### src/source/obj_pkg.sv
package obj_pkg;

    // table geometry
    localparam int TABLE_AW_DEF = 9;     // 128 objects, four words each
    localparam int WORD_W       = 16;

    // word index inside one entry
    localparam logic [1:0] ATTR_IDX = 2'd0;
    localparam logic [1:0] CODE_IDX = 2'd1;
    localparam logic [1:0] XPOS_IDX = 2'd2;

    // attribute word fields
    localparam int VSUB_LSB  = 8;
    localparam int VSUB_W    = 4;
    localparam int HFLIP_BIT = 5;
    localparam int PAL_LSB   = 0;

    // x word holds a 9 bit position
    localparam int XPOS_W = 9;

    // attr and code all ones plus this x closes the table
    localparam logic [XPOS_W-1:0] END_X = '1;

endpackage

### src/source/gfx_pkg.sv
package gfx_pkg;

    localparam int COLOR_W = 4;
    localparam int PAL_W   = 5;
    localparam int PIX_W   = PAL_W + COLOR_W;  // palette above colour

    localparam int LINE_AW = 9;                // 512 positions per line

    // tile ROM, code and vsub form the address
    localparam int ROM_AW = 20;
    localparam int ROM_DW = 32;

    localparam logic [COLOR_W-1:0] TRANSPARENT = 4'hF;
    localparam logic [PIX_W-1:0]   CLEAR_PIX   = '1;

endpackage

### src/source/obj_tile.sv
`timescale 1ns/1ns

module obj_tile (
    input  logic                        clk,
    input  logic                        rst,

    // object from the scanner
    input  logic [obj_pkg::WORD_W-1:0]  obj_code,
    input  logic [obj_pkg::WORD_W-1:0]  obj_attr,
    input  logic [gfx_pkg::LINE_AW-1:0] obj_hpos,
    input  logic                        tile_start,
    output logic                        tile_idle,

    // line buffer write port
    output logic [gfx_pkg::LINE_AW-1:0] buf_addr,
    output logic [gfx_pkg::PIX_W-1:0]   buf_data,
    output logic                        buf_wr,

    // tile ROM
    output logic [gfx_pkg::ROM_AW-1:0]  rom_addr,
    output logic                        rom_half,
    output logic                        rom_cs,
    input  logic [gfx_pkg::ROM_DW-1:0]  rom_data,
    input  logic                        rom_ok
);

    import obj_pkg::*;
    import gfx_pkg::*;

    logic [VSUB_W-1:0] vsub;
    logic [PAL_W-1:0]  pal;
    logic              hflip;

    logic              draw;        // shifting pixels out
    logic [2:0]        cnt;         // pixel within the word
    logic [1:0]        pend;        // halves still to accept
    logic [1:0]        hold;        // rom_ok blanking after a word
    logic [ROM_DW-1:0] pxl;
    logic              rom_good;
    logic              launch;
    logic              accept;
    logic              blank_word;

    assign vsub  = obj_attr[VSUB_LSB +: VSUB_W];
    assign hflip = obj_attr[HFLIP_BIT];
    assign pal   = obj_attr[PAL_LSB +: PAL_W];

    assign rom_good   = rom_ok && (hold == 2'b00);
    assign launch     = tile_idle && tile_start;
    assign accept     = !tile_idle && !draw && (pend != 2'b00) && rom_good;
    assign blank_word = &rom_data;

    // one bit from each plane, MSB plane first
    function automatic logic [COLOR_W-1:0] pix_colour(
        input logic [ROM_DW-1:0] w,
        input logic              flip
    );
        if (flip) begin
            return {w[24], w[16], w[8], w[0]};
        end
        return {w[31], w[23], w[15], w[7]};
    endfunction

    always_ff @(posedge clk or posedge rst) begin
        if (rst) begin
            tile_idle <= 1'b1;
            rom_cs    <= 1'b0;
            buf_wr    <= 1'b0;
            draw      <= 1'b0;
            cnt       <= '0;
            pend      <= '0;
            hold      <= '0;
        end else begin
            buf_wr <= 1'b0;
            hold   <= hold >> 1;
            if (tile_idle) begin
                if (tile_start) begin
                    tile_idle <= 1'b0;
                    rom_cs    <= 1'b1;
                    pend      <= 2'b11;
                    hold      <= 2'b11;
                end
            end else if (draw) begin
                buf_wr <= 1'b1;
                cnt    <= cnt + 1'b1;
                if (&cnt) begin
                    draw <= 1'b0;
                end
            end else if (pend == 2'b00) begin
                tile_idle <= 1'b1;       // one cycle after the last write
            end else if (rom_good) begin
                hold <= 2'b11;           // old rom_ok may still be up
                pend <= pend >> 1;
                if (!pend[1]) begin
                    rom_cs <= 1'b0;      // second half in
                end
                if (!blank_word) begin
                    draw <= 1'b1;
                    cnt  <= '0;
                end
            end
        end
    end

    always_ff @(posedge clk) begin
        if (launch) begin
            rom_addr <= {obj_code, vsub};
            rom_half <= hflip;           // flipped tiles start with the right half
            buf_addr <= obj_hpos;
        end else if (accept) begin
            pxl <= rom_data;
            if (pend[1]) begin
                rom_half <= ~rom_half;
            end
            if (blank_word) begin
                buf_addr <= buf_addr + 9'd8;  // nothing to draw, wraps at 512
            end
        end else if (draw) begin
            buf_addr <= buf_addr + 1'b1;
            buf_data <= {pal, pix_colour(pxl, hflip)};
            pxl      <= hflip ? pxl >> 1 : pxl << 1;
        end
    end

endmodule

### config.mk
export PLATFORM = sky130hd
export DESIGN_NAME = obj_tile
export DESIGN_NICKNAME = d
export VERILOG_FILES = /design/src/source/obj_pkg.sv /design/src/source/gfx_pkg.sv /design/src/source/obj_tile.sv
export SDC_FILE = /design/constraint.sdc
export NUM_CORES = 1
export LEC_CHECK = 0
export BUFFER_PORTS_ARGS = -buffer_cell sky130_fd_sc_hd__buf_2
export CAP_MARGIN = 20
export CORE_MARGIN = 3
export CORE_UTILIZATION = 57
export CTS_BUF_LIST = sky130_fd_sc_hd__clkbuf_8
export DETAILED_ROUTE_END_ITERATION = 16
export GPL_TIMING_DRIVEN = 0
export HOLD_SLACK_MARGIN = 0.08
export PLACE_DENSITY = 0.88
export SLEW_MARGIN = 5
export SYNTH_ARGS = -nofsm -noshare
export SYNTH_HDL_FRONTEND = slang
export SYNTH_SLANG_ARGS = --single-unit
### constraint.sdc
create_clock -name clk -period 5.9 [get_ports clk]
set_clock_uncertainty 0.15 [all_clocks]
set_input_delay 0.885 -clock clk [delete_from_list [all_inputs] [get_ports clk]]
set_output_delay 0.885 -clock clk [all_outputs]
set_load 0.02 [all_outputs]
==> metrics <==
most frequent CP cell=buf_2; Mapped Cells=between 200 and 300; ANT nets after route=0; # setup viols final=0; IO Count=about 120; CTS Buffer Depth=2; max incr delay on CP=530 ps; largest net degree at the start of global routing=18; Starting Density=0.6090; Max-Cap Viols=0; status=completed; initial antenna violation count=0; Slowest-stage cell, CP=a21oi_1; first-pass GRT wire length=13,690 um; PwrDens=~470 nW/um2; crit path capture type=flip-flop; detailed-router iteration count before antenna repair=4; drt wl/cell=17.33 um; CP cell instances=buf_2 > or4b_1 > buf_2 > nor2_4 > buf_2 > nor2_1 > a21oi_1; top-area cell type share of the netlist area=0.5743; endpoints failing hold=0; CTS Buf Count=9; share of layout cells above drive strength 1=0.3506; critical path type=in -> reg; GP Congestion=roughly 0.79; Yosys top cell by area=edfxtp_1; diodes inserted=0; die area=7517 um2; CTS tree=built; CP bufs+invs=3; post-CTS resize count=0; Critical Path RT=5740 ps; clock latency on the worst-skew pair=between 300 and 400 ps; CP max FO=10; area grow syn2layout=24.03%; hold_buf cts=0; reg-to-reg setup timing slack=between 3000 and 4000 ps; total chip power=0.002171 W; Die X=between 80 and 90 um; Worst Setup Start Kind=input port; CP top delay family=simple AND/OR/NAND/NOR gates; min Tclk post-route=2777 ps; predominant post-synthesis flop cell=edfxtp_1; final worst-path cycle share=0.4706; Final Max Tran Viols=0; total number of vias=2,871; final WL=around 8700 um; worst-margin pin slew=775.0 ps; drc violations=0; H-tree Lvls=3; Async SR Flop Fraction=0.1341; Port Buffers=about 110; Worst-path clk slew=~80 ps; final net count=around 500; VDD IR max=0.0002784 V; RSZ-0062 raised after global routing=no; vias in the first global route=roughly 2.9k; Overflow after GRT=0; Post-synth EDFFs=71; arrival time worst endpoint=around 2600 ps; postcts setup bufs=0; synthesized flop and latch total=82; Root Driver=clkbuf_8; post-synthesis area per instance=~13 um2; Vias/cell=around 5.7; yosys warns=0; Setup TNS=0 ps; Iteration-0 DRC Markers=approximately 210; Layout fillers=roughly 410; clk sink count=82; post-synthesis cell type count=just over 40; DP HPWL=around 6500 um; syn nets=377; aggregate global-route resource usage=0.2388; Hold WC Path Type=reg -> reg; die height=86.70 um; Synth top cells by count=edfxtp_1, nand2_1, o21ai_0, mux2i_1; P_leak=1.944 nW; core area=a little over 6000 um2; row cnt=28; slew margin rel.=0.4821; cell area after synthesis=between 3000 and 4000 um2; Seq/Total Area, Yosys=0.6488; ranking of synthesized cells by area=edfxtp_1, mux2i_1, dfrtp_1; count leader, synth=edfxtp_1; fmax=about 0.36 GHz
[through the flow]
stage / hold slack [ps] / instances / area (um2) / setup WS, ps / utilization
floorplan: 280.8 / 296 / 3712 / 2943 / -
global placement: 294.6 / 482 / 4362 / 2550 / 0.7155
detailed placement: 300.5 / 484 / 4404 / 2766 / 0.7225
CTS: 328.2 / 500 / 4604 / 3115 / 0.7553
global route: 358.6 / 500 / 4604 / 2969 / 0.7553
finish: 323.7 / 500 / 4604 / 3123 / 0.7553
[logic make-up after synthesis]
| kind of cell | Yosys count | synth area share |
|---|---|---|
| AND/OR/NAND/NOR | 92 | 0.1139 |
| flip-flops | 82 | 0.6488 |
| AO/OA/AOI/OAI | 57 | 0.09134 |
| multiplexers | 36 | 0.09875 |
| buffers and inverters | 21 | 0.02427 |
| XOR/XNOR | 4 | 0.009439 |
| adder cells (fa/ha/maj) | 4 | 0.01348 |
[worst paths after layout]
kind                           start     endpoint  cells past startpoint
max                           rom_ok  buf_addr[3]                      7
min                          hold[1]      hold[0]                      1
max reg2reg                tile_idle  buf_addr[3]                      6
min reg2reg                  hold[1]      hold[0]                      1
max in group asynchronous        rst    tile_idle                      2
min in group asynchronous        rst      hold[1]                      2
[metal layers]
layer	global-route usage	vias to the layer above	wire length (um)
li1	-	1341	-
met1	0.3045	1387	3472
met2	0.3950	121	4392
met3	0.05323	22	592
met4	0.1006	0	207
met5	0	-	0
[area by class of cell]
| cell class | instances | area, um2 | share of cell area |
|---|---|---|---|
| clock buffers | 9 | 123.9 | 0.02690 |
| repair buffers | 113 | 598.1 | 0.1299 |
| inverters | 7 | 26.28 | 0.005707 |
| flip-flops and latches | 82 | 2409 | 0.5231 |
| plain buffers | 14 | 63.81 | 0.01386 |
| clock inverters | 7 | 76.32 | 0.01658 |
| well taps | 75 | 93.84 | 0.02038 |
| multi-input cells | 193 | 1214 | 0.2636 |
[cell usage in the layout (no fill, tap or decap), types with 3 or more instances in the layout]
cell type,Yosys,final
mux2i_1,31,31
clkbuf_8,0,9
inv_1,7,7
a21oi_1,3,3
o21ai_1,3,3
dfrtp_1,10,10
nand4_1,10,10
clkbuf_1,4,4
ha_1,4,4
buf_2,7,118
nor2_1,9,9
nand3_1,5,5
nand2_1,53,53
nand2b_1,4,4
o21ai_0,39,39
xnor2_1,3,3
edfxtp_1,71,71
mux2_2,5,5
[flip-flops by register name, summed over array words and instances, names as in the netlist, 2 cells and up]
register,count
hold,2
rom_addr,20
pend,2
pxl,32
buf_data,9
cnt,3
buf_addr,9
[worst reg2reg max path: cells and delay by family (launching register included)]
family | cells | cell delay, ps
and+or+nand+nor | 3 | 780
AOI/OAI and AO/OA | 1 | 530
buffers and inverters | 2 | 440
DFF | 1 | 400
[power by group]
part           switching, W  total [W]  internal [W]
registers          0.000151    0.00109      0.000940
clock network      0.000212   0.000410      0.000198
logic              0.000405   0.000670      0.000265
(Power assumes the default switching activity.)
