===== src/source/obj_pkg.sv =====
package obj_pkg;

    // table geometry
    localparam int TABLE_AW_DEF = 9;     // 128 objects, four words each
    localparam int WORD_W       = 16;

    // word index inside one entry
    localparam logic [1:0] ATTR_IDX = 2'd0;
    localparam logic [1:0] CODE_IDX = 2'd1;
    localparam logic [1:0] XPOS_IDX = 2'd2;

    // attribute word fields
    localparam int VSUB_LSB  = 8;
    localparam int VSUB_W    = 4;
    localparam int HFLIP_BIT = 5;
    localparam int PAL_LSB   = 0;

    // x word holds a 9 bit position
    localparam int XPOS_W = 9;

    // attr and code all ones plus this x closes the table
    localparam logic [XPOS_W-1:0] END_X = '1;

endpackage


===== src/source/gfx_pkg.sv =====
package gfx_pkg;

    localparam int COLOR_W = 4;
    localparam int PAL_W   = 5;
    localparam int PIX_W   = PAL_W + COLOR_W;  // palette above colour

    localparam int LINE_AW = 9;                // 512 positions per line

    // tile ROM, code and vsub form the address
    localparam int ROM_AW = 20;
    localparam int ROM_DW = 32;

    localparam logic [COLOR_W-1:0] TRANSPARENT = 4'hF;
    localparam logic [PIX_W-1:0]   CLEAR_PIX   = '1;

endpackage


===== src/source/obj_draw.sv =====
`timescale 1ns/1ns

module obj_draw #(
    parameter int TABLE_AW = obj_pkg::TABLE_AW_DEF
) (
    input  logic                        clk,
    input  logic                        rst,

    input  logic                        start,
    output logic                        done,

    // object table read port
    output logic [TABLE_AW-1:0]         table_addr,
    input  logic [obj_pkg::WORD_W-1:0]  table_data,

    // current object for the tile drawer
    output logic [obj_pkg::WORD_W-1:0]  obj_code,
    output logic [obj_pkg::WORD_W-1:0]  obj_attr,
    output logic [gfx_pkg::LINE_AW-1:0] obj_hpos,
    output logic                        tile_start,
    input  logic                        tile_idle
);

    import obj_pkg::*;

    typedef enum logic [2:0] {
        S_IDLE,
        S_WAIT,     // first address in flight
        S_ATTR,
        S_CODE,
        S_XPOS,
        S_LAUNCH,
        S_PULSE,
        S_BUSY
    } state_t;

    state_t            state;
    logic [TABLE_AW-3:0] entry;     // object number
    logic [1:0]        word;        // word inside the entry
    logic              end_mark;

    assign table_addr = {entry, word};

    // x arrives on table_data while attr and code are already held
    assign end_mark = (&obj_attr) && (&obj_code) && (table_data[XPOS_W-1:0] == END_X);

    always_ff @(posedge clk or posedge rst) begin
        if (rst) begin
            state      <= S_IDLE;
            entry      <= '0;
            word       <= ATTR_IDX;
            done       <= 1'b0;
            tile_start <= 1'b0;
        end else begin
            case (state)
                S_IDLE: begin
                    if (start) begin
                        entry <= '0;
                        word  <= ATTR_IDX;
                        done  <= 1'b0;
                        state <= S_WAIT;
                    end
                end
                S_WAIT: begin
                    word  <= CODE_IDX;   // RAM is latching the attr word now
                    state <= S_ATTR;
                end
                S_ATTR: begin
                    word  <= XPOS_IDX;
                    state <= S_CODE;
                end
                S_CODE: begin
                    state <= S_XPOS;
                end
                S_XPOS: begin
                    if (end_mark) begin
                        done  <= 1'b1;
                        state <= S_IDLE;
                    end else begin
                        state <= S_LAUNCH;
                    end
                end
                S_LAUNCH: begin
                    if (tile_idle) begin
                        tile_start <= 1'b1;
                        state      <= S_PULSE;
                    end
                end
                S_PULSE: begin
                    tile_start <= 1'b0;  // drawer drops idle on this edge
                    state      <= S_BUSY;
                end
                S_BUSY: begin
                    if (tile_idle) begin
                        if (&entry) begin
                            // last table entry drawn
                            done  <= 1'b1;
                            state <= S_IDLE;
                        end else begin
                            entry <= entry + 1'b1;
                            word  <= ATTR_IDX;
                            state <= S_WAIT;
                        end
                    end
                end
                default: state <= S_IDLE;
            endcase
        end
    end

    // object fields, captured as they come out of the RAM
    always_ff @(posedge clk) begin
        case (state)
            S_ATTR: obj_attr <= table_data;
            S_CODE: obj_code <= table_data;
            S_XPOS: obj_hpos <= table_data[XPOS_W-1:0] - 1'b1;  // drawer pre-increments
            default: ;
        endcase
    end

endmodule


===== config.mk =====
export PLATFORM = sky130hd
export DESIGN_NAME = obj_draw
export DESIGN_NICKNAME = d
export VERILOG_FILES = /design/src/source/obj_pkg.sv /design/src/source/gfx_pkg.sv /design/src/source/obj_draw.sv
export SDC_FILE = /design/constraint.sdc
export NUM_CORES = 1
export LEC_CHECK = 0
export ABC_AREA = 0
export CORE_AREA = 5 5 68 70
export CTS_CLUSTER_DIAMETER = 120
export DETAILED_ROUTE_END_ITERATION = 7
export DIE_AREA = 0 0 73 75
export DONT_BUFFER_PORTS = 1
export GPL_ROUTABILITY_DRIVEN = 0
export PLACE_DENSITY = 0.86
export SETUP_SLACK_MARGIN = 0.15
export SYNTH_ARGS = -nofsm -noshare
export SYNTH_HDL_FRONTEND = slang
export SYNTH_SLANG_ARGS = --single-unit

===== constraint.sdc =====
create_clock -name clk -period 2.69 [get_ports clk]
set_input_delay 0.807 -clock clk [delete_from_list [all_inputs] [get_ports clk]]
set_output_delay 0.807 -clock clk [all_outputs]
set_load 0.02 [all_outputs]

==> results of run 1 <==
## per-layer routing
layer  global-route usage (%)  routed length, µm  up-vias
met2                    33.96               2625       77
met3                    10.15                666        9
met4                    8.402                 77        0
met1                    21.71               1781      696
met5                        0                  0        -
li1                         -                  -      650
## cell usage after synthesis, types with 2 or more instances
cell type | number | share of area (%)
a21o_1 | 3 | 0.96
a21oi_1 | 7 | 1.5
a22o_1 | 2 | 0.75
a31oi_1 | 5 | 1.3
dfrtp_1 | 14 | 15
edfxtp_1 | 41 | 53
ha_1 | 7 | 3.7
inv_1 | 11 | 1.8
mux2_2 | 2 | 0.96
mux2_4 | 2 | 1.3
mux2i_1 | 2 | 0.85
nand2_1 | 12 | 1.9
nand3_1 | 6 | 1.3
nand4_1 | 13 | 3.5
nor2_1 | 6 | 0.96
nor2b_1 | 3 | 0.80
nor3_1 | 4 | 0.85
nor4_1 | 4 | 1.1
o21ai_0 | 2 | 0.43
xnor2_1 | 3 | 1.1
xor2_1 | 4 | 1.5
## path summary, 6_finish.rpt
| path | from | depth (start not counted) | slack [ns] | to |
|---|---|---|---|---|
| min in group clk | table_data[13] | 0 | 0.59 | obj_code[13]$_DFFE_PP_ |
| setup / recovery | entry[1]$_DFFE_PP0P_ | 5 | 0.79 | word[0]$_DFFE_PP0P_ |
| hold reg to reg | state[0]$_DFFE_PP0P_ | 1 | 0.61 | state[0]$_DFFE_PP0P_ |
| setup reg to reg | entry[1]$_DFFE_PP0P_ | 5 | 0.79 | word[0]$_DFFE_PP0P_ |
| hold / removal | rst | 1 | 0.44 | state[0]$_DFFE_PP0P_ |
| max in group asynchronous | rst | 1 | 1.88 | state[1]$_DFFE_PP0P_ |
## sequential cells by signal, summed over array words and instances (netlist names)
name,cells
obj_code,16
word,2
done,1
state,3
obj_attr,16
entry,7
obj_hpos,9
tile_start,1
## where the power goes
group	total (µW)	leakage (µW)	internal [µW]	switching (µW)
sequential	1540	0.000556	1170	367
combinational	613	0.000333	249	364
clock	435	0.0000432	184	250
total	2590	0.000932	1610	982
## final cells by class
cell class / count / area share, %
clock inverter: 2 / 0.5038
clock buffer: 6 / 2.922
multi-input combinational: 100 / 28.11
sequential: 55 / 63.68
tap: 50 / 2.519
inverter: 11 / 1.662
timing repair buffer: 2 / 0.6045
## metrics by stage
stage | worst slack, ns | utilization, % | area [µm²]
finish | 0.7907 | 63.46 | 2484
global route | 0.6786 | 63.46 | 2484
CTS | 0.7983 | 63.46 | 2484
detailed placement | 0.6928 | 61.29 | 2399
global placement | 0.8169 | 61.29 | 2399
floorplan | 0.8096 | - | 2345
## cells by family after synthesis
group           after synthesis
flops                        55
simple gates                 52
compound gates               28
buf+inv                      14
xor+xnor                      7
fa+ha+maj                     7
mux                           6
## critical path: cells and delay by family (launching register included)
family          cells  cell delay (ns)
compound gates      2             0.49
flops               1             0.50
mux                 1             0.29
fa+ha+maj           1             0.30
simple gates        1             0.20
==> out/metrics.csv, run 1 <==
metric,value,unit
avgRoutedWirePerCell,22.79,µm
regArea,1582,µm²
synthesis.nets,196,
finalNonFillerCells,226,
synth_ff_type,edfxtp_1,
numCtsBuffers,5,
synth_mux_area_share,3.095,%
hold_viol_final,0,
clk_pin_slew,0.09,ns
core-area,3914,µm²
root_buffer,clkbuf_8,
drc,0,
grt_pass1_vias,1647,
portBuffers,0,
diodes,0,
die_y,75,µm
worstSetupPathType,flop to flop,
cap_violations,0,
slowest_delay,0.50,ns
ir_drop,0.5780,mV
vias,1432,
ys.warnings.count,0,
cp.arrival,2.09,ns
crit_required,2.88,ns
cts_tree,done,
track_usage,20.22,%
synth_fa_ha_area_share,3.735,%
status,"finished, final reports clean",
rsz0062_at_grt,no,
synth_area,2345,µm²
syn_inst,169,
insertion_delay,0.30,ns
hold_slack,0.4378,ns
synth-seq-cells,55,
grt_pass1_wl,8.245,mm
layout_common_cells,"edfxtp_1 (41), dfrtp_1 (14), nand4_1 (13), nand2_1 (12), inv_1 (11)",
fillers,302,
synth_edf_count,41,
synth_seq_area_share,67.45,%
cp_cell_sequence,ha_1 > nand4_1 > o21ai_4 > o21a_4 > mux2_4,
cts_buffer_depth,2,
die_area,5475,µm²
synth-async-reset-ratio,25.45,%
drive_gt1_share,7.955,%
final_antenna_net_count,0,
fp-row-count,23,
drtPass1Iterations,4,
ctsHoldBuffers,0,
start_kind,flop,
setup-tns-final,0,ns
mostFrequentLayoutCell,edfxtp_1,
cp_slowest_cell,dfrtp_1,
hold_path_class,input port to async pin,
ios,72,
clock-sinks,55,
fin_crit_sh,70.61,%
finalMaxSlewViolations,0,
fin_skew,0.007107,ns
synth_xor_area_share,2.615,%
synth_top_family_by_area,simple AND/OR/NAND/NOR gates,
tightest_slew,0.5708,ns
power,2587,µW
multiInputGateArea,698.2,µm²
synth_compound_area_share,8.698,%
p_leak,0.0009322,µW
dpl.hpwl,3.952,mm
vias_per_cell,6.336,
synth_cell_types,37,
grt_max_degree,18,
areaGrowthSynthToFinish,5.923,%
final_nets,202,
crit_fanout,9,
setup_violations,0,
power.density,1041,nW/µm²
antenna_found_initial,0,
h-tree-depth,2,
period_needed,1.899,ns
die_x,73,µm
grt_overflow,0,
max_freq,0.5265,GHz
syn_avg_cell_area,13.87,µm²
slew_headroom,61.90,%
synth-simple-area-share,11.63,%
place_inst,218,
end_kind,flop,
post_cts.repair.setup_buffers,0,
totalWireLength,5.151,mm
start_util,59.91,%
drt_iter0_markers,87,
cts_resized,0,
Power figures use the tool's default switching activity.
==> run 2, diff against run 1 <==
- CORE_AREA: 5 5 68 70 -> 5 5 71 73
- DIE_AREA: 0 0 73 75 -> 0 0 76 78
- PLACE_DENSITY: 0.86 -> 0.83
- clock period: 2.69 -> 1.6 ns (I/O delays scaled with it)
==> run 2 against run 1 <==
Net effect:
- the run now ends with negative setup slack left
- fmax grew 17%
- sequential cell count is the same
- largest power group is now combinational logic
- utilization grew 10 points
- clock power grew 110%
- sequential power grew 53%
- via count grew 19%
- clock-buffer cell count is the same
- worst setup slack lost 0.81 ns
- sequential share of layout area shrank 13 points
==> out/metrics.csv, run 2 (synthesis results as in run 1) <==
metric,value,unit
track_usage,19.68,%
grt_pass1_vias,1783,
die_area,5928,µm²
drive_gt1_share,42.86,%
mostFrequentLayoutCell,buf_4,
worst-path-stages,6,
regToRegStartpoint,entry[1]$_DFFE_PP0P_,
period_needed,1.623,ns
drc,0,
path_buf_inv,1,
clk_pin_slew,0.11,ns
ios,72,
setup-tns-final,-0.06647,ns
p_seq_share,41.2,%
power,5692,µW
fp-row-count,24,
cp_slowest_cell,dfrtp_2,
r2r_cells,6,
p_int,3615,µW
vias,1698,
drtPass1Iterations,4,
cp.arrival,1.84,ns
worstSetupPathType,flop to flop,
tightest_slew,0.5880,ns
path_delay_family,flip-flops,
violations,negative setup slack,
grt_pass1_wl,9.101,mm
ff2ff_setup_slack,-0.02,ns
reg.largest.list,"obj_attr (16), obj_code (16), obj_hpos (9)",
combPwrFrac,42.7,%
grt_max_degree,18,
max_freq,0.6161,GHz
totalWireLength,6.272,mm
crit_required,1.82,ns
numCtsBuffers,5,
avgRoutedWirePerCell,22.16,µm
swShare,36.48,%
clock-sinks,55,
final_util,73.46,%
r2r_end,entry[0]$_DFFE_PP0P_,
diodes,0,
portBuffers,0,
cp_cell_sequence,ha_4 > nand4_1 > o21ai_4 > buf_6 > nor2_2 > mux2_4,
status,"finished, violations left",
ctsHoldBuffers,0,
areaGrowthSynthToFinish,34.53,%
hold_path_class,input port to async pin,
slew_headroom,60.76,%
cts_tree,done,
fillers,272,
cap_violations,0,
clockPowerShare,16.1,%
end_kind,flop,
dpl_worst_slack,-0.08286,ns
hold_viol_final,0,
p_sw,2076,µW
fin_crit_sh,101.4,%
drt_iter0_markers,102,
setup_violations,3,
final_nets,257,
start_util,54.60,%
fin_skew,0.02580,ns
core-area,4294,µm²
crit_fanout,5,
vias_per_cell,6.000,
setup_ws,-0.02307,ns
cts_buffer_depth,2,
finalMaxSlewViolations,0,
antenna_found_initial,0,
final_antenna_net_count,0,
p_leak,0.001239,µW
layout_common_cells,"buf_4 (49), edfxtp_1 (41), nand4_1 (13), dfrtp_1 (12), nand2_1 (11)",
insertion_delay,0.32,ns
rsz0062_at_grt,yes,
h-tree-depth,2,
root_buffer,clkbuf_8,
dpl.hpwl,4.331,mm
die_y,78,µm
ir_drop,1.040,mV
power.density,1804,nW/µm²
start_kind,flop,
die_x,76,µm
slowest_delay,0.40,ns
grt_overflow,0,
[run 2: metrics by stage]
stage,area [µm²],hold slack [ns],instances
6_report,3154,0.09604,283
5_1_grt,3154,0.1474,283
4_1_cts,2979,0.1155,274
3_5_place_dp,2779,0.4593,261
3_3_place_gp,2779,0.4303,261
2_1_floorplan,2390,0.3691,169
[run 2: worst max path at each step]
| stage | start | end |
|---|---|---|
| after floorplan | entry[0]$_DFFE_PP0P_ | word[0]$_DFFE_PP0P_ |
| after global placement | state[0]$_DFFE_PP0P_ | word[1]$_DFFE_PP0P_ |
| after detailed placement | state[0]$_DFFE_PP0P_ | word[1]$_DFFE_PP0P_ |
| after CTS | state[0]$_DFFE_PP0P_ | word[1]$_DFFE_PP0P_ |
| after global routing | entry[1]$_DFFE_PP0P_ | entry[0]$_DFFE_PP0P_ |
| final | entry[1]$_DFFE_PP0P_ | entry[0]$_DFFE_PP0P_ |
[run 2: final cells by class]
class / instances / area (µm²) / share of cell area (%)
well taps: 52 / 65.06 / 2.063
repair buffers: 57 / 475.5 / 15.07
clock buffers: 6 / 72.57 / 2.301
inverters: 11 / 43.79 / 1.388
flip-flops and latches: 55 / 1584 / 50.22
clock inverters: 2 / 37.54 / 1.190
multi-input cells: 100 / 875.8 / 27.77
[run 2: timing repair]
action | in CTS | in global routing
gates cloned | 0 | 0
resized for setup | 12 | 24
pin swaps | 2 | 14
endpoints found under the hold margin | 0 | 0
setup endpoints to repair | 35 | 54
setup buffers | 5 | 9
[run 2: per-layer routing]
metal | up-vias | share of wire [%] | GRT usage (%)
met2 | 101 | 52 | 33.22
met5 | - | 0 | 0
li1 | 760 | - | -
met1 | 825 | 35 | 21.60
met3 | 12 | 11 | 9.722
met4 | 0 | 1.9 | 6.584
[run 2: power groups by stage]
stage	Combinational [µW]	Clock (µW)	Sequential, µW
final	2430	914	2350
after global routing	2590	996	2380
after CTS	2030	917	2340
after detailed placement	1790	0	2360
after global placement	1680	0	2350
after floorplan	908	0	2510
